<file path="src/hdl/zxvideo_pkg.sv">
package zxvideo_pkg;

   ////////////////////////////////////////////////////////////////////////////
   // Source raster, counted in source pixels and lines
   ////////////////////////////////////////////////////////////////////////////

   localparam int h_total        = 448;
   localparam int v_total        = 312;
   localparam int h_active       = 256;
   localparam int v_active       = 192;
   // Both measured from the start of the sync pulse
   localparam int h_active_start = 96;
   localparam int v_active_start = 64;
   localparam int h_sync_len     = 32;
   localparam int v_sync_len     = 4;
   localparam int bar_width      = 32;

   // clk28 cycles per pixel on each side
   localparam int src_div        = 4;
   localparam int vga_div        = 2;

   localparam int h_cnt_w        = $clog2(h_total);
   localparam int v_cnt_w        = $clog2(v_total);
   localparam int frame_cnt_w    = 8;

   typedef logic [h_cnt_w-1:0] h_cnt_t;
   typedef logic [v_cnt_w-1:0] v_cnt_t;

   // 3 bits per channel
   typedef struct packed {
      logic [2:0] r;
      logic [2:0] g;
      logic [2:0] b;
   } pixel_t;

   ////////////////////////////////////////////////////////////////////////////
   // Wishbone register map
   ////////////////////////////////////////////////////////////////////////////

   typedef logic [15:0] wb_data_t;
   typedef logic [1:0]  wb_addr_t;

   localparam wb_addr_t reg_ctrl_addr   = 2'd0;
   localparam wb_addr_t reg_border_addr = 2'd1;
   // Read only
   localparam wb_addr_t reg_frame_addr  = 2'd2;

   // Control register bits
   localparam int ctrl_vga_bit  = 0;
   localparam int ctrl_scan_bit = 1;

endpackage

</file>
<file path="src/hdl/wb_video_regs.sv">
`timescale 1ns/100ps

module wb_video_regs
   import zxvideo_pkg::*;
(
   input  logic     clk28,
   input  logic     rst_n,
   input  logic     cyc,
   input  logic     stb,
   input  logic     we,
   input  wb_addr_t adr,
   input  wb_data_t dat_w,
   output wb_data_t dat_r,
   output logic     ack,
   input  logic     frame_start,
   output logic     vga_enable,
   output logic     scanlines_enable,
   output pixel_t   border
);

   logic [1:0]             ctrl;
   logic [frame_cnt_w-1:0] frame_cnt;
   logic                   access;

   // New cycle seen, not yet acknowledged
   assign access = cyc && stb && !ack;

   always_ff @(posedge clk28) begin
      if (!rst_n) begin
         ack <= 1'b0;
      end else begin
         ack <= access;
      end
   end

   // Writes land on the same edge that raises ack
   always_ff @(posedge clk28) begin
      if (!rst_n) begin
         ctrl   <= '0;
         border <= '0;
      end else if (access && we) begin
         case (adr)
            reg_ctrl_addr:   ctrl   <= dat_w[1:0];
            reg_border_addr: border <= pixel_t'(dat_w[$bits(pixel_t)-1:0]);
            default: ;
         endcase
      end
   end

   // Free running, wraps at 255
   always_ff @(posedge clk28) begin
      if (!rst_n) begin
         frame_cnt <= '0;
      end else if (frame_start) begin
         frame_cnt <= frame_cnt + 1'b1;
      end
   end

   // Read data, valid while ack is high
   always_ff @(posedge clk28) begin
      if (access) begin
         case (adr)
            reg_ctrl_addr:   dat_r <= wb_data_t'(ctrl);
            reg_border_addr: dat_r <= wb_data_t'(border);
            reg_frame_addr:  dat_r <= wb_data_t'(frame_cnt);
            default:         dat_r <= '0;
         endcase
      end
   end

   assign vga_enable       = ctrl[ctrl_vga_bit];
   assign scanlines_enable = ctrl[ctrl_scan_bit];

   // Master must see ack drop between two accesses
   a_ack_single: assert property (
      @(posedge clk28) disable iff (!rst_n)
      ack |=> !ack
   );

endmodule

</file>
<file path="config.mk">
export PLATFORM = sky130hd
export DESIGN_NAME = wb_video_regs
export DESIGN_NICKNAME = d
export VERILOG_FILES = /design/src/hdl/zxvideo_pkg.sv /design/src/hdl/wb_video_regs.sv
export SDC_FILE = /design/constraint.sdc
export NUM_CORES = 1
export LEC_CHECK = 0
export ABC_AREA = 1
export BUFFER_PORTS_ARGS = -buffer_cell sky130_fd_sc_hd__clkbuf_2
export CAP_MARGIN = 0
export CORE_UTILIZATION = 48
export DETAILED_ROUTE_END_ITERATION = 6
export GPL_TIMING_DRIVEN = 0
export PLACE_DENSITY_LB_ADDON = 0.05
export SLEW_MARGIN = 10
export SYNTH_ARGS = -nofsm -noshare
export SYNTH_HDL_FRONTEND = slang
export SYNTH_SLANG_ARGS = --single-unit
</file>
<file path="constraint.sdc">
create_clock -name clk28 -period 1.35 [get_ports clk28]
set_input_delay 0.27 -clock clk28 [delete_from_list [all_inputs] [get_ports clk28]]
set_output_delay 0.27 -clock clk28 [all_outputs]
set_load 0.005 [all_outputs]
</file>
Word-level counts from Yosys, hierarchy flattened
Cells that the tools add are included.

Word-level logic and storage cells: 18. Bits of input ports: 24. RAM bits: 0. Output and inout bits: 28. Memories kept: 0. Latch bits: 0. Register bits: 36. Memory bits (read-only): 0.

Shift operators: 0. Equality and inequality tests: 2. Bitwise gates (word level): 0. Divide/modulo/power cells: 0. Add/sub/neg operators: 1. Mux-type cells: 1. Order comparisons: 0. Multipliers: 0. Reductions and logical operators: 7.

Operators with widths (count): $pmux W9 S3 (1); $add A8 B1 Y8 const B (1); $reduce_and A2 Y1 (2); $logic_and A1 B1 Y1 (3); $eq A2 B1 Y1 const B (1); $eq A2 B2 Y1 const B (1); $logic_not A2 Y1 (1); $logic_not A1 Y1 (1).

Longest topological paths before layout
Gate-level depths: netlist (run 1).

Depth after elaboration: 4. Gate-level depth with buffers: 6. Gate-level depth less buffers: 6.

Worst setup path before layout (run 1)
No wires, ideal clock.

Path kind: flip-flop to flip-flop. From: reg ack. To: reg border[1] (netlist name). Path buffers: 1. Data arrival time: 0.993 ns. Period minus slack after synthesis: 1.105 ns. Required time: 1.238 ns. Slack: 0.245 ns. Cell stages (with the launch flop): 6. Setup time: 0.112 ns. Path through: dfxtp_1 > nor2_2 > buf_2 > nand4_1 > nand2_1 > nor2_2.

Longest elaborated chain between the ends: 4.

RTL lines: from (decl) (line wb_video_regs.sv:14) `output logic ack,`; from (signal assigned) (line wb_video_regs.sv:32) `ack <= access;`; $logic_not A1 Y1 (line wb_video_regs.sv:26) `assign access = cyc && stb && !ack;`; $logic_and A1 B1 Y1 (line wb_video_regs.sv:26); net access (line wb_video_regs.sv:23) `logic access;`; $logic_and A1 B1 Y1 (line wb_video_regs.sv:41) `end else if (access && we) begin`; $reduce_and A2 Y1 (no source line); to (signal assigned) (line wb_video_regs.sv:44) `reg_border_addr: border <= pixel_t'(dat_w[$bits(pixel_t)-1:0]);`; to (decl) (line wb_video_regs.sv:18) `output pixel_t border`.

The timed path passes the listed nets, and every way through them passes these cells. A chain may end at the register's enable or synchronous reset.

Worst setup path in the final report (run 1)
Ends and elaborated chain as after synthesis.

==> results.sh, run 1 <==
export IMPL_arrival_ns=1.44
export IMPL_netlist_top_cell_by_area="dfxtp_1"
export IMPL_cp_top_family="simple AND/OR/NAND/NOR gates"
export IMPL_synth_edf_count=9
export IMPL_dr_wl_met3_um=168
export IMPL_ant_nets=0
export IMPL_crit_path_end_kind="register"
export IMPL_regArea_um2=671
export IMPL_cts_setup_buffers=0
export IMPL_htree_levels=2
export IMPL_yosysMostFrequentCell="nand2_1"
export IMPL_finalPower_w=0.00200
export IMPL_pin_count=52
export IMPL_setup_violations=0
export IMPL_dieArea_um2=3060
export IMPL_final_max_slew_viol_count=0
export IMPL_highest_layer="met4"
export IMPL_reg2reg_to="border[1]"
export IMPL_ys_top_cells_by_area="dfxtp_1 29%, edfxtp_1 20%, nand2_1 10%"
export IMPL_hp_start="frame_start"
export IMPL_grt_max_degree=19
export IMPL_grt_pass1_wl_um=4770
export IMPL_post_cts_resized=0
export IMPL_numCtsBuffers=5
export IMPL_cts_sinks=29
export IMPL_clkTransAtPathRegs_ns=0.10
export IMPL_yosysWarnings=0
export IMPL_rows=18
export IMPL_cts_tree="yes"
export IMPL_clock_root_buffer="clkbuf_4"
export IMPL_drt_initial_drc_count=27
export IMPL_whs_ns=0.178
export IMPL_rrSetupSlack_ns=0.13
export IMPL_track_usage=0.202
export IMPL_ys_seq_area_frac=0.492
export IMPL_io_buffers=36
export IMPL_cap_violations=0
export IMPL_hp_class="primary input to register"
export IMPL_clock_latency_ns=0.32
export IMPL_die_h_um=55.3
export IMPL_hpwl_um=2100
export IMPL_netlist_area_um2=1360
export IMPL_critPathLaunchType="register"
export IMPL_path_common_cell="nor2_2"
export IMPL_required_ns=1.57
export IMPL_status="complete, no violations"
export IMPL_wire_per_inst_um=11.0
export IMPL_vias=1245
export IMPL_reg2reg_depth=5
export IMPL_yosysTopAreaCellShare=0.294
export IMPL_drt_met1_wl_um=1240
export IMPL_finalHoldViolCount=0
export IMPL_path_buf_inv=1
export IMPL_die_w_um=55.3
export IMPL_synth_seq_cells=29
export IMPL_synth_flop_cell="dfxtp_1"
export IMPL_core_um2=2590
export IMPL_layout_drive_gt1_share=0.289
export IMPL_via_per_inst=4.88
export IMPL_cts_buffer_depth=2
export IMPL_rsz0062_at_grt="no"
export IMPL_gp_congestion=0.827
export IMPL_path_class="register to register"
export IMPL_hold_end="frame_cnt[1]"
export IMPL_cpMaxStageDelayCell="dfxtp_1"
export IMPL_postSynthAreaPerCell_um2=7.79
export IMPL_cp_cell_sequence="nor2_2, clkbuf_4, nand4_1, nand2_1, nor2_2"
export IMPL_area_growth_pct=25.3
export IMPL_antennaDiodeCount=0
export IMPL_multiInputGateArea_um2=544
export IMPL_hold_path_depth=2
export IMPL_powerDensity_nw_per_um2=1170
export IMPL_routed_wl_um=2800
export IMPL_ir_drop_mv=1.11
export IMPL_ys_types=23
export IMPL_fin_setup_tns_ns=0
export IMPL_syn_inst=175
export IMPL_hold_buffers=0
export IMPL_nFillCells=214
export IMPL_rr_startpoint="ack"
export IMPL_first_pass_iters=4
export IMPL_finalCritPeriodShare=0.904
export IMPL_fin_crit_ns=1.22
export IMPL_async_flop_share=0
export IMPL_crit_path_max_incr_delay_ns=0.34
export IMPL_grt_ovfl_total=0
export IMPL_drc=0
export IMPL_start_util=0.527
export IMPL_cp_max_fo=18
export IMPL_wl_met2_um=1330
export IMPL_grt_pass1_vias=1069
export IMPL_final_nets=249
export IMPL_antenna_found_initial=0
export IMPL_power_leakage_nw=0.848
export IMPL_max_clock_freq_mhz=820
export IMPL_ys_top_cells_by_count="38 x nand2_1, 32 x nor2_1, 21 x inv_1"
export IMPL_clock_skew_ns=0.00941
[cells in the final DEF (no fill, tap or decap)]
master     Yosys  final
ha_1           1      1
nand2_2        1      1
o21ai_0        5      5
inv_1         21     21
clkbuf_2       0     36
dfxtp_1       20     20
nor2_2         5      5
nor3_1         5      5
nor2_4         1      1
bufinv_16      0      2
edfxtp_1       9      9
buf_6          1      1
nor2_1        32     32
clkbuf_4       0      6
buf_4          7      7
inv_2          1      1
conb_1         1      7
nand2_1       38     38
nor2_8         1      1
buf_2          3      2
nand4_1       12     12
clkinv_2       0      1
nand3_1        4      4
inv_4          1      1
a22o_1         1      1
buf_1          1      1
a21oi_1        4      4
[flip-flops by register name (all words and copies together), names as in the netlist]
register   flops
ack            1
border         9
ctrl           2
dat_r          9
frame_cnt      8
[per-stage QoR]
step / area (um^2) / utilization / cells / setup WS, ns
final: 1710 / 0.660 / 255 / 0.130
after global routing: 1710 / 0.660 / 255 / 0.0410
after CTS: 1710 / 0.659 / 255 / 0.0345
after detailed placement: 1600 / 0.619 / 247 / -0.0238
after global placement: 1600 / 0.619 / 247 / 0.0107
after floorplan: 1390 / - / 181 / 0.245
[worst max path at each step]
stage / end / startpoint / cells after the start
after floorplan: border[1] / ack / 5
after global placement: border[3] / cyc / 7
after detailed placement: ctrl[1] / cyc / 7
after CTS: border[1] / ack / 5
after global routing: border[1] / ack / 5
final: border[1] / ack / 5
[cell families (layout without fill, tap and decap cells)]
group,Yosys count,after routing,synth area share
fa+ha+maj,1,1,0.00917
compound gates,10,10,0.0394
flops,29,29,0.492
other cells,1,7,0.00275
buf+inv,35,79,0.126
simple gates,99,99,0.331
[routing by layer]
metal  vias up  track usage
met5         -            0
met3         7       0.0492
met1       549        0.263
met4         0       0.0964
met2        48        0.315
li1        641            -
[report_power, final]
part / switching (W) / leakage, nW / internal (W)
Combinational: 0.000103 / 0.544 / 0.0000733
Clock: 0.000313 / 0.0552 / 0.000573
Sequential: 0.0000154 / 0.248 / 0.000921
[layout make-up]
type | count | share of cell area
buffer | 12 | 0.0498
clock buffer | 5 | 0.0220
clock inverter | 3 | 0.0381
inverter | 23 | 0.0520
multi-input combinational | 117 | 0.318
sequential | 29 | 0.392
tap | 30 | 0.0220
timing repair buffer | 36 | 0.105
No activity file was read; power rests on OpenSTA's default activity.
==> run 2, diff against run 1 <==
--- a/config.mk
+++ b/config.mk
@@ -8,7 +8,8 @@
 export ABC_AREA = 1
 export BUFFER_PORTS_ARGS = -buffer_cell sky130_fd_sc_hd__clkbuf_2
 export CAP_MARGIN = 0
-export CORE_UTILIZATION = 48
+export CORE_UTILIZATION = 50
+export CTS_BUF_LIST = sky130_fd_sc_hd__clkbuf_4 sky130_fd_sc_hd__clkbuf_8
 export DETAILED_ROUTE_END_ITERATION = 6
 export GPL_TIMING_DRIVEN = 0
 export PLACE_DENSITY_LB_ADDON = 0.05
==> results.sh, run 2 (synthesis gave the netlist of run 1 again) <==
export IMPL_final_cell_mix="38 x nand2_1, 36 x clkbuf_2, 32 x nor2_1"
export IMPL_cts_tree="yes"
export IMPL_via_per_inst=4.82
export IMPL_grt_pass1_vias=1066
export IMPL_critPathLaunchType="register"
export IMPL_max_clock_freq_mhz=847
export IMPL_status="complete, no violations"
export IMPL_cts_buffer_depth=2
export IMPL_ir_drop_mv=0.716
export IMPL_grt_ovfl_total=0
export IMPL_drc=0
export IMPL_rows=18
export IMPL_power_leakage_nw=0.829
export IMPL_io_buffers=36
export IMPL_pwr_share_comb=0.107
export IMPL_finalPower_w=0.00166
export IMPL_path_class="register to register"
export IMPL_clock_skew_ns=0.0108
export IMPL_grt_pass1_wl_um=4490
export IMPL_hpwl_um=2170
export IMPL_antenna_found_initial=0
export IMPL_power_internal_w=0.00126
export IMPL_powerDensity_nw_per_um2=998
export IMPL_core_um2=2520
export IMPL_fin_crit_ns=1.18
export IMPL_cp_max_fo=18
export IMPL_reg2reg_depth=5
export IMPL_track_usage=0.225
export IMPL_pin_count=52
export IMPL_required_ns=1.58
export IMPL_cp_cell_sequence="nor2_2, clkbuf_4, nand4_1, nand2_1, nor2_2"
export IMPL_setup_violations=0
export IMPL_hold_path_depth=3
export IMPL_mostFrequentLayoutCell="nand2_1"
export IMPL_crit_path_end_kind="register"
export IMPL_finalHoldViolCount=0
export IMPL_layout_drive_gt1_share=0.289
export IMPL_arrival_ns=1.41
export IMPL_first_pass_iters=5
export IMPL_pwr_share_seq=0.562
export IMPL_grt_max_degree=19
export IMPL_clkTransAtPathRegs_ns=0.09
export IMPL_fin_setup_tns_ns=0
export IMPL_cpMaxStageDelayCell="dfxtp_1"
export IMPL_clock_root_buffer="clkbuf_4"
export IMPL_ant_nets=0
export IMPL_p_sw_w=0.000402
export IMPL_antennaDiodeCount=0
export IMPL_final_util=0.661
export IMPL_cap_violations=0
export IMPL_whs_ns=0.189
export IMPL_final_max_slew_viol_count=0
export IMPL_clock_latency_ns=0.32
export IMPL_routed_wl_um=2820
export IMPL_p_sw_frac=0.242
export IMPL_path_common_cell="nor2_2"
export IMPL_final_nets=249
export IMPL_hold_buffers=0
export IMPL_vias=1230
export IMPL_htree_levels=2
export IMPL_share_clk_of_total_power=0.331
export IMPL_die_h_um=54.2
export IMPL_rsz0062_at_grt="no"
export IMPL_cts_sinks=29
export IMPL_reg_top3="border x9, dat_r x9, frame_cnt x8"
export IMPL_hp_class="primary input to register"
export IMPL_finalCritPeriodShare=0.875
export IMPL_area_growth_pct=22.2
export IMPL_start_util=0.541
export IMPL_crit_path_max_incr_delay_ns=0.34
export IMPL_numCtsBuffers=5
export IMPL_die_w_um=54.2
export IMPL_drt_initial_drc_count=27
export IMPL_dieArea_um2=2940
export IMPL_wire_per_inst_um=11.1
export IMPL_gp_congestion=0.793
[run 2: cell types whose count changed in the layout (fill, tap and decap cells not counted), sizes merged]
cell,before,now
clkinv,1,0
bufinv,2,0
clkbuf,42,45
[run 2: cell type report]
class / instances / area (um^2)
inverter: 23 / 88.8
buffer: 12 / 85.1
timing repair buffer: 36 / 180
tap: 30 / 37.5
sequential: 29 / 671
clock buffer: 8 / 60.1
fill: 234 / 856
multi-input combinational: 117 / 544
[run 2: layer usage]
layer,vias up,wire length (um),global-route usage
met3,10,232,0.0889
li1,643,-,-
met1,529,1220,0.274
met5,-,0,0
met2,48,1290,0.346
met4,0,84,0.107
[run 2: worst max-delay path, delay by kind of cell (launching register included)]
kind / cells / cell delay [ns]
simple gates: 4 / 0.43
buf+inv: 1 / 0.31
flops: 1 / 0.34
[run 2: through the flow]
| stage | area [um^2] | setup slack [ns] | cells |
|---|---|---|---|
| finish | 1670 | 0.169 | 255 |
| global route | 1670 | 0.0571 | 255 |
| CTS | 1660 | 0.0756 | 255 |
| detailed placement | 1600 | 0.00749 | 247 |
| global placement | 1600 | 0.0173 | 247 |
| floorplan | 1390 | 0.245 | 181 |
[run 2: final timing paths]
kind	startpoint	end	slack, ns
hold / removal	stb	ack	0.19
setup reg to reg	ack	border[1]	0.17
setup / recovery	ack	border[1]	0.17
hold reg to reg	ack	ack	0.47
[run 2: what timing repair did]
action,4_1_cts,5_1_grt
endpoints found under the setup margin,0,3
setup buffers,0,0
resized for setup,0,1
[run 2: power groups by stage]
stage                     registers, W  logic (W)  clock network, W
after global routing          0.000940   0.000200          0.000613
after global placement        0.000956   0.000171                 0
after detailed placement      0.000957   0.000176                 0
final                         0.000936   0.000178          0.000551
after CTS                     0.000936   0.000176          0.000563
after floorplan               0.000956   0.000109                 0
