### config.mk
export PLATFORM = sky130hd
export DESIGN_NAME = pal_timing_gen_flat
export DESIGN_NICKNAME = d
export VERILOG_FILES = /design/src/hdl/zxvideo_pkg.sv /design/src/hdl/video_if.sv /design/src/hdl/pal_timing_gen.sv /design/src/flat_wrapper.sv
export SDC_FILE = /design/constraint.sdc
export NUM_CORES = 1
export LEC_CHECK = 0
export CORE_MARGIN = 2
export CORE_UTILIZATION = 40
export CTS_CLUSTER_SIZE = 14
export DETAILED_ROUTE_END_ITERATION = 6
export DONT_BUFFER_PORTS = 1
export GPL_TIMING_DRIVEN = 0
export HOLD_SLACK_MARGIN = 0.05
export PLACE_DENSITY = 0.59
export SYNTH_ARGS = -nofsm -noshare
export SYNTH_HDL_FRONTEND = slang
export SYNTH_SLANG_ARGS = --single-unit
### constraint.sdc
create_clock -name clk28 -period 2.1 [get_ports clk28]
set_input_delay 0.105 -clock clk28 [delete_from_list [all_inputs] [get_ports clk28]]
set_output_delay 0.105 -clock clk28 [all_outputs]
set_load 0.02 [all_outputs]
### src/hdl/zxvideo_pkg.sv
package zxvideo_pkg;

   ////////////////////////////////////////////////////////////////////////////
   // Source raster, counted in source pixels and lines
   ////////////////////////////////////////////////////////////////////////////

   localparam int h_total        = 448;
   localparam int v_total        = 312;
   localparam int h_active       = 256;
   localparam int v_active       = 192;
   // Both measured from the start of the sync pulse
   localparam int h_active_start = 96;
   localparam int v_active_start = 64;
   localparam int h_sync_len     = 32;
   localparam int v_sync_len     = 4;
   localparam int bar_width      = 32;

   // clk28 cycles per pixel on each side
   localparam int src_div        = 4;
   localparam int vga_div        = 2;

   localparam int h_cnt_w        = $clog2(h_total);
   localparam int v_cnt_w        = $clog2(v_total);
   localparam int frame_cnt_w    = 8;

   typedef logic [h_cnt_w-1:0] h_cnt_t;
   typedef logic [v_cnt_w-1:0] v_cnt_t;

   // 3 bits per channel
   typedef struct packed {
      logic [2:0] r;
      logic [2:0] g;
      logic [2:0] b;
   } pixel_t;

   ////////////////////////////////////////////////////////////////////////////
   // Wishbone register map
   ////////////////////////////////////////////////////////////////////////////

   typedef logic [15:0] wb_data_t;
   typedef logic [1:0]  wb_addr_t;

   localparam wb_addr_t reg_ctrl_addr   = 2'd0;
   localparam wb_addr_t reg_border_addr = 2'd1;
   // Read only
   localparam wb_addr_t reg_frame_addr  = 2'd2;

   // Control register bits
   localparam int ctrl_vga_bit  = 0;
   localparam int ctrl_scan_bit = 1;

endpackage

### src/hdl/video_if.sv
`timescale 1ns/100ps

interface video_if
   import zxvideo_pkg::*;
();

   pixel_t pix;
   logic   hsync_n;
   logic   vsync_n;
   // Composite sync, low when either sync is low
   logic   csync_n;
   // One clk28 cycle per source pixel
   logic   pix_en;

   modport src (
      output pix,
      output hsync_n,
      output vsync_n,
      output csync_n,
      output pix_en
   );

   modport snk (
      input pix,
      input hsync_n,
      input vsync_n,
      input csync_n,
      input pix_en
   );

endinterface

### src/hdl/pal_timing_gen.sv
`timescale 1ns/100ps

module pal_timing_gen
   import zxvideo_pkg::*;
(
   input  logic   clk28,
   input  logic   rst_n,
   input  pixel_t border,
   output logic   frame_start,
   video_if.src   vid
);

   logic [$clog2(src_div)-1:0] div_cnt;
   logic                       tick;
   h_cnt_t                     h_cnt;
   v_cnt_t                     v_cnt;
   logic                       line_hs_n;
   logic                       line_vs_n;
   logic                       in_active;
   h_cnt_t                     act_x;
   logic [2:0]                 bar;
   pixel_t                     bar_pix;

   ////////////////////////////////////////////////////////////////////////////
   // Pixel clock enable and raster counters
   ////////////////////////////////////////////////////////////////////////////

   assign tick = (div_cnt == src_div - 1);

   always_ff @(posedge clk28) begin
      if (!rst_n) begin
         div_cnt <= '0;
      end else if (tick) begin
         div_cnt <= '0;
      end else begin
         div_cnt <= div_cnt + 1'b1;
      end
   end

   // Position 0,0 is the first pixel of the vertical sync line
   always_ff @(posedge clk28) begin
      if (!rst_n) begin
         h_cnt <= '0;
         v_cnt <= '0;
      end else if (tick) begin
         if (h_cnt == h_cnt_t'(h_total - 1)) begin
            h_cnt <= '0;
            if (v_cnt == v_cnt_t'(v_total - 1)) begin
               v_cnt <= '0;
            end else begin
               v_cnt <= v_cnt + 1'b1;
            end
         end else begin
            h_cnt <= h_cnt + 1'b1;
         end
      end
   end

   ////////////////////////////////////////////////////////////////////////////
   // Syncs and pixel colour for the current position
   ////////////////////////////////////////////////////////////////////////////

   assign line_hs_n = !(h_cnt < h_sync_len);
   assign line_vs_n = !(v_cnt < v_sync_len);

   assign in_active = (h_cnt >= h_active_start) && (h_cnt < h_active_start + h_active) &&
                      (v_cnt >= v_active_start) && (v_cnt < v_active_start + v_active);

   // Bar index bits pick red, green, blue at full level
   assign act_x   = h_cnt - h_cnt_t'(h_active_start);
   assign bar     = 3'(act_x / bar_width);
   assign bar_pix = '{r: {3{bar[2]}}, g: {3{bar[1]}}, b: {3{bar[0]}}};

   // Everything toward the sink moves together, one clock after the counters
   always_ff @(posedge clk28) begin
      if (!rst_n) begin
         vid.pix_en  <= 1'b0;
         vid.hsync_n <= 1'b1;
         vid.vsync_n <= 1'b1;
         vid.csync_n <= 1'b1;
         vid.pix     <= '0;
         frame_start <= 1'b0;
      end else begin
         vid.pix_en  <= tick;
         frame_start <= tick && (h_cnt == '0) && (v_cnt == '0);
         if (tick) begin
            vid.hsync_n <= line_hs_n;
            vid.vsync_n <= line_vs_n;
            vid.csync_n <= line_hs_n && line_vs_n;
            vid.pix     <= in_active ? bar_pix : border;
         end
      end
   end

   a_h_range: assert property (
      @(posedge clk28) disable iff (!rst_n)
      h_cnt < h_total
   );

   a_v_range: assert property (
      @(posedge clk28) disable iff (!rst_n)
      v_cnt < v_total
   );

endmodule

### src/flat_wrapper.sv
// flat-port wrapper written by rule: the top's interface ports become plain ports
module pal_timing_gen_flat import zxvideo_pkg::*;
  (clk28, rst_n, border, frame_start, vid_pix, vid_hsync_n, vid_vsync_n, vid_csync_n, vid_pix_en);
  video_if vid_i ();
  input  logic clk28;
  input  logic rst_n;
  input  pixel_t border;
  output logic frame_start;
  output wire logic [$bits(vid_i.pix)-1:0] vid_pix;
  output wire logic [$bits(vid_i.hsync_n)-1:0] vid_hsync_n;
  output wire logic [$bits(vid_i.vsync_n)-1:0] vid_vsync_n;
  output wire logic [$bits(vid_i.csync_n)-1:0] vid_csync_n;
  output wire logic [$bits(vid_i.pix_en)-1:0] vid_pix_en;
  assign vid_pix = vid_i.pix;
  assign vid_hsync_n = vid_i.hsync_n;
  assign vid_vsync_n = vid_i.vsync_n;
  assign vid_csync_n = vid_i.csync_n;
  assign vid_pix_en = vid_i.pix_en;
  pal_timing_gen u_core (.clk28(clk28), .rst_n(rst_n), .border(border), .frame_start(frame_start), .vid(vid_i));
endmodule
Word level (Yosys, flattened, before mapping)
Index checks and enable logic that the tools add are counted.
W data, S select, Z words.
{"block": "classes", "reduce_logical": 12, "n_addsub": 4, "n_eq_ne": 3, "n_bitwise": 1, "n_lt_le_gt_ge": 6, "mux": 3}
{"cell": "$mux W9", "count": 3}
{"cell": "$add A9 B1 Y9 const B", "count": 2}
{"cell": "$eq A9 B9 Y1 const B", "count": 2}
{"cell": "$ge A9 B7 Y1 const B", "count": 2}
{"cell": "$logic_not A9 Y1", "count": 2}
{"cell": "$lt A9 B9 Y1 const B", "count": 2}
{"cell": "$lt A9 B3 Y1 const B", "count": 1}
{"cell": "$lt A9 B6 Y1 const B", "count": 1}
{"cell": "$sub A8 B7 Y8 const B", "count": 1}
{"cell": "$logic_and A1 B1 Y1", "count": 6}
{"cell": "$add A2 B1 Y2 const B", "count": 1}
{"cell": "$eq A2 B2 Y1 const B", "count": 1}
{"cell": "$logic_not A1 Y1", "count": 2}
{"cell": "$reduce_and A2 Y1", "count": 1}
{"cell": "$reduce_or A2 Y1", "count": 1}
{"cell": "$not A1 Y1", "count": 1}
{"block": "totals", "wordCells": 40, "inputBits": 11, "output_inout_bits": 14, "register_bits": 34}

Longest topological paths before layout
{"block": "logic_depth", "word_depth": 5, "ltp_mapped": 7, "ltp_nobuf": 6}

Worst setup path after synthesis
OpenSTA, ideal clock, no wires.
{"block": "synth_timing", "kind": "flip-flop to flip-flop", "from": "register u_core.h_cnt[1]", "to": "register u_core.v_cnt[7]", "slack_ns": 0.422, "arrival_ns": 1.608, "n_path_buf": 1, "required_time_ns": 2.030, "synth_period_minus_slack_ns": 1.678, "setup_ns": 0.070, "stages_incl_launch_ff": 7, "cell_sequence": "dfxtp_1 ha_1 and4_1 buf_4 nand3_4 or4_1 a21oi_1"}
{"block": "synth_via", "elab_chain_cells": 2}
{"item": "start, declared", "line_no": "pal_timing_gen.sv:15", "text": "h_cnt_t h_cnt;"}
{"item": "start signal, assigned", "line_no": "pal_timing_gen.sv:54", "text": "h_cnt <= h_cnt + 1'b1;"}
{"item": "$eq A9 B9 Y1", "line_no": "pal_timing_gen.sv:46", "text": "if (h_cnt == h_cnt_t'(h_total - 1)) begin"}
{"item": "$reduce_and A2 Y1 (no source line)"}
{"item": "end signal, assigned", "line_no": "pal_timing_gen.sv:51", "text": "v_cnt <= v_cnt + 1'b1;"}
{"item": "end, declared", "line_no": "pal_timing_gen.sv:16", "text": "v_cnt_t v_cnt;"}
No other way between the ends.
A chain may end at the register's enable or synchronous reset.

Final worst setup path
{"block": "layout_timing", "from": "register u_core.h_cnt[5]", "to": "register, netlist name u_core.vid.pix[8]"}
{"block": "layout_via", "elab_chain_cells": 5, "elab_cells_between_ends": 7, "cone_classes": "add/sub (1); order compare (2); mux (1); reduce/logical (3)"}
{"item": "$ge A9 B7 Y1 or $lt A9 B9 Y1 (tied branches)", "line_no": "pal_timing_gen.sv:66", "text": "assign in_active = (h_cnt >= h_active_start) && (h_cnt < h_active_start + h_active) &&"}
{"item": "$logic_and A1 B1 Y1 (2 in a row)", "line_no": "pal_timing_gen.sv:66"}
{"item": "$logic_and A1 B1 Y1", "line_no": "pal_timing_gen.sv:67", "text": "(v_cnt >= v_active_start) && (v_cnt < v_active_start + v_active);"}
{"item": "$mux W9 (*)", "line_no": "pal_timing_gen.sv:90", "text": "vid.pix <= in_active ? bar_pix : border;"}
Every way passes the cells marked *; elsewhere a longest branch is shown, timed or not.

==> impl_summary.md <==
Run status
The run finished with clean final reports.

Clock network
The clock passes through at most 2 buffers. After clock tree synthesis, the clock-pin slew on the worst setup and hold paths is 0.08 ns. The TritonCTS clock tree is built. Clock latency on the worst-skew pair, taken at its later pin, is 0.29 ns.

Clock tree synthesis selected as its root buffer the cell sky130_fd_sc_hd__clkbuf_8. Clock tree synthesis inserted a total of 5 buffers. The H-tree generated during clock tree synthesis spans 2 levels. Counting every sink on the clock net gives 34.

Place
The final weighted congestion in routability-driven placement is 0.854. Buffers placed on the I/O ports in this run total 0. In this run the cell area measured after placement is 1700 um^2.

The half-perimeter wire length of the detailed placement result is 2660 um.

Layout
The diode insertion count for antenna repair is 0. The sequential cells in the finished layout cover a total of 681 um^2. The area occupied by multi-input gates is 882 um^2. The final instance area is 1930 um^2. The final-layout fill cell count is 370.

After the last flow step, the layout net total stands at 226. The layout cell share with drive strength beyond 1 is 8.61%. Relative to the synthesized area, the layout overhead comes to 17.6%.

Die
The number of cell rows is 23. The die footprint is 4630 um^2. The starting density of the core is 41.3%. The die is 68.0 um tall.

25 I/O pins were placed. The core box area is 3970 um^2. In this run the horizontal extent of the chip is 68.0 um.

Synthesis
The number of warnings printed during yosys synthesis is 0. For this run, the register share of the synthesized area comes to 41.5%. The top flip-flop cell by instance count after synthesis is sky130_fd_sc_hd__dfxtp_1. The number of nets handed over by synthesis was 209. The number of distinct standard cells referenced by the synthesized netlist is 43.

The post-synth design cell area is 1640 um^2. After synthesis the netlist holds a flip-flop and latch count of 34. The post-synthesis instance total is 191. For this run, asynchronously set or reset flops after synthesis account for 0%. Counting flops with a built-in enable in the synthesized netlist gives 0. In this run the mean area of a mapped cell was 8.59 um^2.

Timing
The hold violation total from the final report is 0. The aggregate negative setup slack is 0 ns. For the pin with the worst max-slew slack, the measured transition is 0.765 ns. The setup clock skew after layout is 0.00635 ns. The worst pin sits at a relative slew slack of 48.4%. Dividing the final minimum period by the clock period gives 90.7%. The number of pins with negative max-slew slack in the final report is 0. Setup repair after global routing left no endpoint under its margin. The final setup violation count is 0. The shortest period the worst path allows is 1.90 ns. The peak clock frequency supported by timing is 525 MHz.

Detailed routing
The average detailed-routed wire length per instance is 15.0 um. The number of vias in the routed layout is 1460. The number of nets with antenna violations after routing is 0. After detailed routing, the total wire length is 3890 um. After detailed routing, the number of remaining DRC violations is 0.

The initial detailed-routing violation count is 108. The number of iterations in the first detailed-routing pass is 4. The detail-routed via count per cell is 5.64.

Setup path
The worst path arrival time is 2.04 ns. In this run the critical register-to-register path is launched from u_core.h_cnt[5]. The worst setup path is captured at a flop. For the worst flop-to-flop path, the logic depth is 5. Setup slack on the worst reg-to-reg path comes out at 0.20 ns. The data required time of the worst path is 2.24 ns.

The reg-to-reg endpoint is u_core.vid.pix[8]. STA classifies the critical path startpoint as a flop. By startpoint and endpoint, the worst setup path is classified as reg -> reg.

The maximum net fanout on the critical path is 8.

Run
The max-capacitance violation count is 0.

Power and ir drop
For this design the ratio of total power to cell area is 725 nW/um^2. Power comes to 0.00140 W. In this run the static leakage power is 0.722 nW.

The highest ir drop seen on vdd is 442 uV.

Global route
The total congestion overflow is 0. The via count of the first global-routing pass is 1374. The first global-routing pass estimated 6560 um of wire. The initial antenna violation count came to 0. Entering global routing, the biggest net connects 13 pins.

For this run, the total global-route usage over all layers was measured as 19.5%.

Hold path
In this run the worst hold path is classified as in -> reg. The cell count of the worst hold path is 3. The worst min-delay path startpoint is rst_n. The endpoint of the worst hold path is u_core.frame_start.
-- cell usage after synthesis (4+ instances only) --
cell / count / area (um^2)
sky130_fd_sc_hd__a21boi_0: 4 / 30.0
sky130_fd_sc_hd__nand2_1: 13 / 48.8
sky130_fd_sc_hd__ha_1: 7 / 87.6
sky130_fd_sc_hd__nand4_1: 5 / 31.3
sky130_fd_sc_hd__nand3_1: 9 / 45.0
sky130_fd_sc_hd__a21oi_1: 10 / 50.1
sky130_fd_sc_hd__o21ai_0: 17 / 85.1
sky130_fd_sc_hd__clkbuf_1: 4 / 15.0
sky130_fd_sc_hd__and2_1: 5 / 31.3
sky130_fd_sc_hd__nor4_1: 4 / 25.0
sky130_fd_sc_hd__dfxtp_1: 34 / 681
sky130_fd_sc_hd__xnor2_1: 6 / 52.6
sky130_fd_sc_hd__inv_1: 12 / 45.0
sky130_fd_sc_hd__nor2_1: 13 / 48.8
sky130_fd_sc_hd__and3_1: 6 / 37.5
-- sequential cells by signal (all words and copies together) (netlist names) --
signal	cells
u_core.vid.pix	9
u_core.vid.pix_en	1
u_core.v_cnt	9
u_core.h_cnt	9
u_core.vid.hsync_n	1
u_core.frame_start	1
u_core.vid.csync_n	1
u_core.div_cnt	2
u_core.vid.vsync_n	1
-- final cells by class --
type                    instances  share of cell area [%]
multi-input cells             136                    45.7
flip-flops and latches         34                    35.3
repair buffers                 10                    5.19
clock buffers                   5                    3.57
well taps                      50                    3.24
clock inverters                 3                    2.33
plain buffers                   9                    2.33
inverters                      12                    2.33
-- logic make-up after synthesis --
| logic type | Yosys count | synth area share (%) |
|---|---|---|
| DFF | 34 | 41.5 |
| muxes | 2 | 1.22 |
| AOI/OAI and AO/OA | 44 | 16.3 |
| buffers and inverters | 21 | 5.49 |
| and+or+nand+nor | 74 | 25.3 |
| xor gates and xnor gates | 9 | 4.81 |
| adders and majority gates | 7 | 5.34 |
-- worst max path at each step --
| stage | startpoint | endpoint | slack [ns] | cells past startpoint |
|---|---|---|---|---|
| 5_1_grt | u_core.div_cnt[0] | u_core.v_cnt[8] | 0.09 | 7 |
| 3_5_place_dp | u_core.h_cnt[0] | u_core.vid.pix[8] | 0.17 | 6 |
| 2_1_floorplan | u_core.h_cnt[1] | u_core.v_cnt[7] | 0.42 | 6 |
| 6_report | u_core.h_cnt[5] | u_core.vid.pix[8] | 0.20 | 5 |
| 4_1_cts | u_core.h_cnt[0] | u_core.vid.pix[8] | 0.14 | 6 |
| 3_3_place_gp | u_core.h_cnt[0] | u_core.vid.pix[6] | 0.19 | 6 |
-- power by group --
part           switching (W)   total, W  internal (W)  leakage [nW]
clock               0.000254   0.000607      0.000353        0.0504
sequential         0.0000370   0.000706      0.000669         0.275
combinational      0.0000465  0.0000851     0.0000387         0.396
total               0.000337    0.00140       0.00106         0.722
-- layer usage --
layer | track usage, % | share of wire [%] | vias to the layer above
li1 | - | - | 710
met1 | 21.9 | 44 | 710
met2 | 34.2 | 51 | 36
met3 | 6.41 | 4.5 | 4
met4 | 6.75 | 0.93 | 0
met5 | 0 | 0 | -
-- layout by cell type, fill, tap and decap left out, drive strengths merged, types with 2 or more instances in the layout --
cell type / synthesis / routed
dfxtp: 34 / 34
o21ai: 18 / 18
nand2: 13 / 13
nor2: 13 / 13
inv: 12 / 12
a21oi: 10 / 10
dlygate4sd3: 0 / 10
nand3: 10 / 10
clkbuf: 5 / 10
ha: 7 / 7
and3: 6 / 6
xnor2: 6 / 6
and2: 5 / 5
nand4: 5 / 5
a21boi: 4 / 4
nor4: 4 / 4
buf: 4 / 4
xor2: 3 / 3
or3: 3 / 3
a311oi: 3 / 3
nand3b: 2 / 2
o31ai: 2 / 2
or4: 2 / 2
mux2i: 2 / 2
nor2b: 2 / 2
clkinvlp: 0 / 2
a31oi: 2 / 2
-- what timing repair did --
action	CTS	global route
hold buffers	10	0
buffers inserted	0	0
endpoints found under the hold margin	16	0
endpoints found under the setup margin	0	6
gates resized for setup	0	2
-- worst max-delay path, cell delays in order, from the launching register on --
cell and delay, ns:
sky130_fd_sc_hd__dfxtp_1 0.39, sky130_fd_sc_hd__ha_1 0.30, sky130_fd_sc_hd__or3_1 0.36, sky130_fd_sc_hd__a31oi_2 0.37, sky130_fd_sc_hd__or2_1 0.22, sky130_fd_sc_hd__a311oi_1 0.11
-- through the flow --
step           worst slack (ns)  util [%]  hold WS, ns  instances
2_1_floorplan             0.422         -        0.257        191
3_3_place_gp              0.186      42.9        0.266        241
3_5_place_dp              0.171      42.9        0.274        241
4_1_cts                   0.137      48.3        0.146        259
5_1_grt                  0.0912      48.6        0.154        259
6_report                  0.195      48.6        0.157        259
Power figures use the tool's default switching activity.
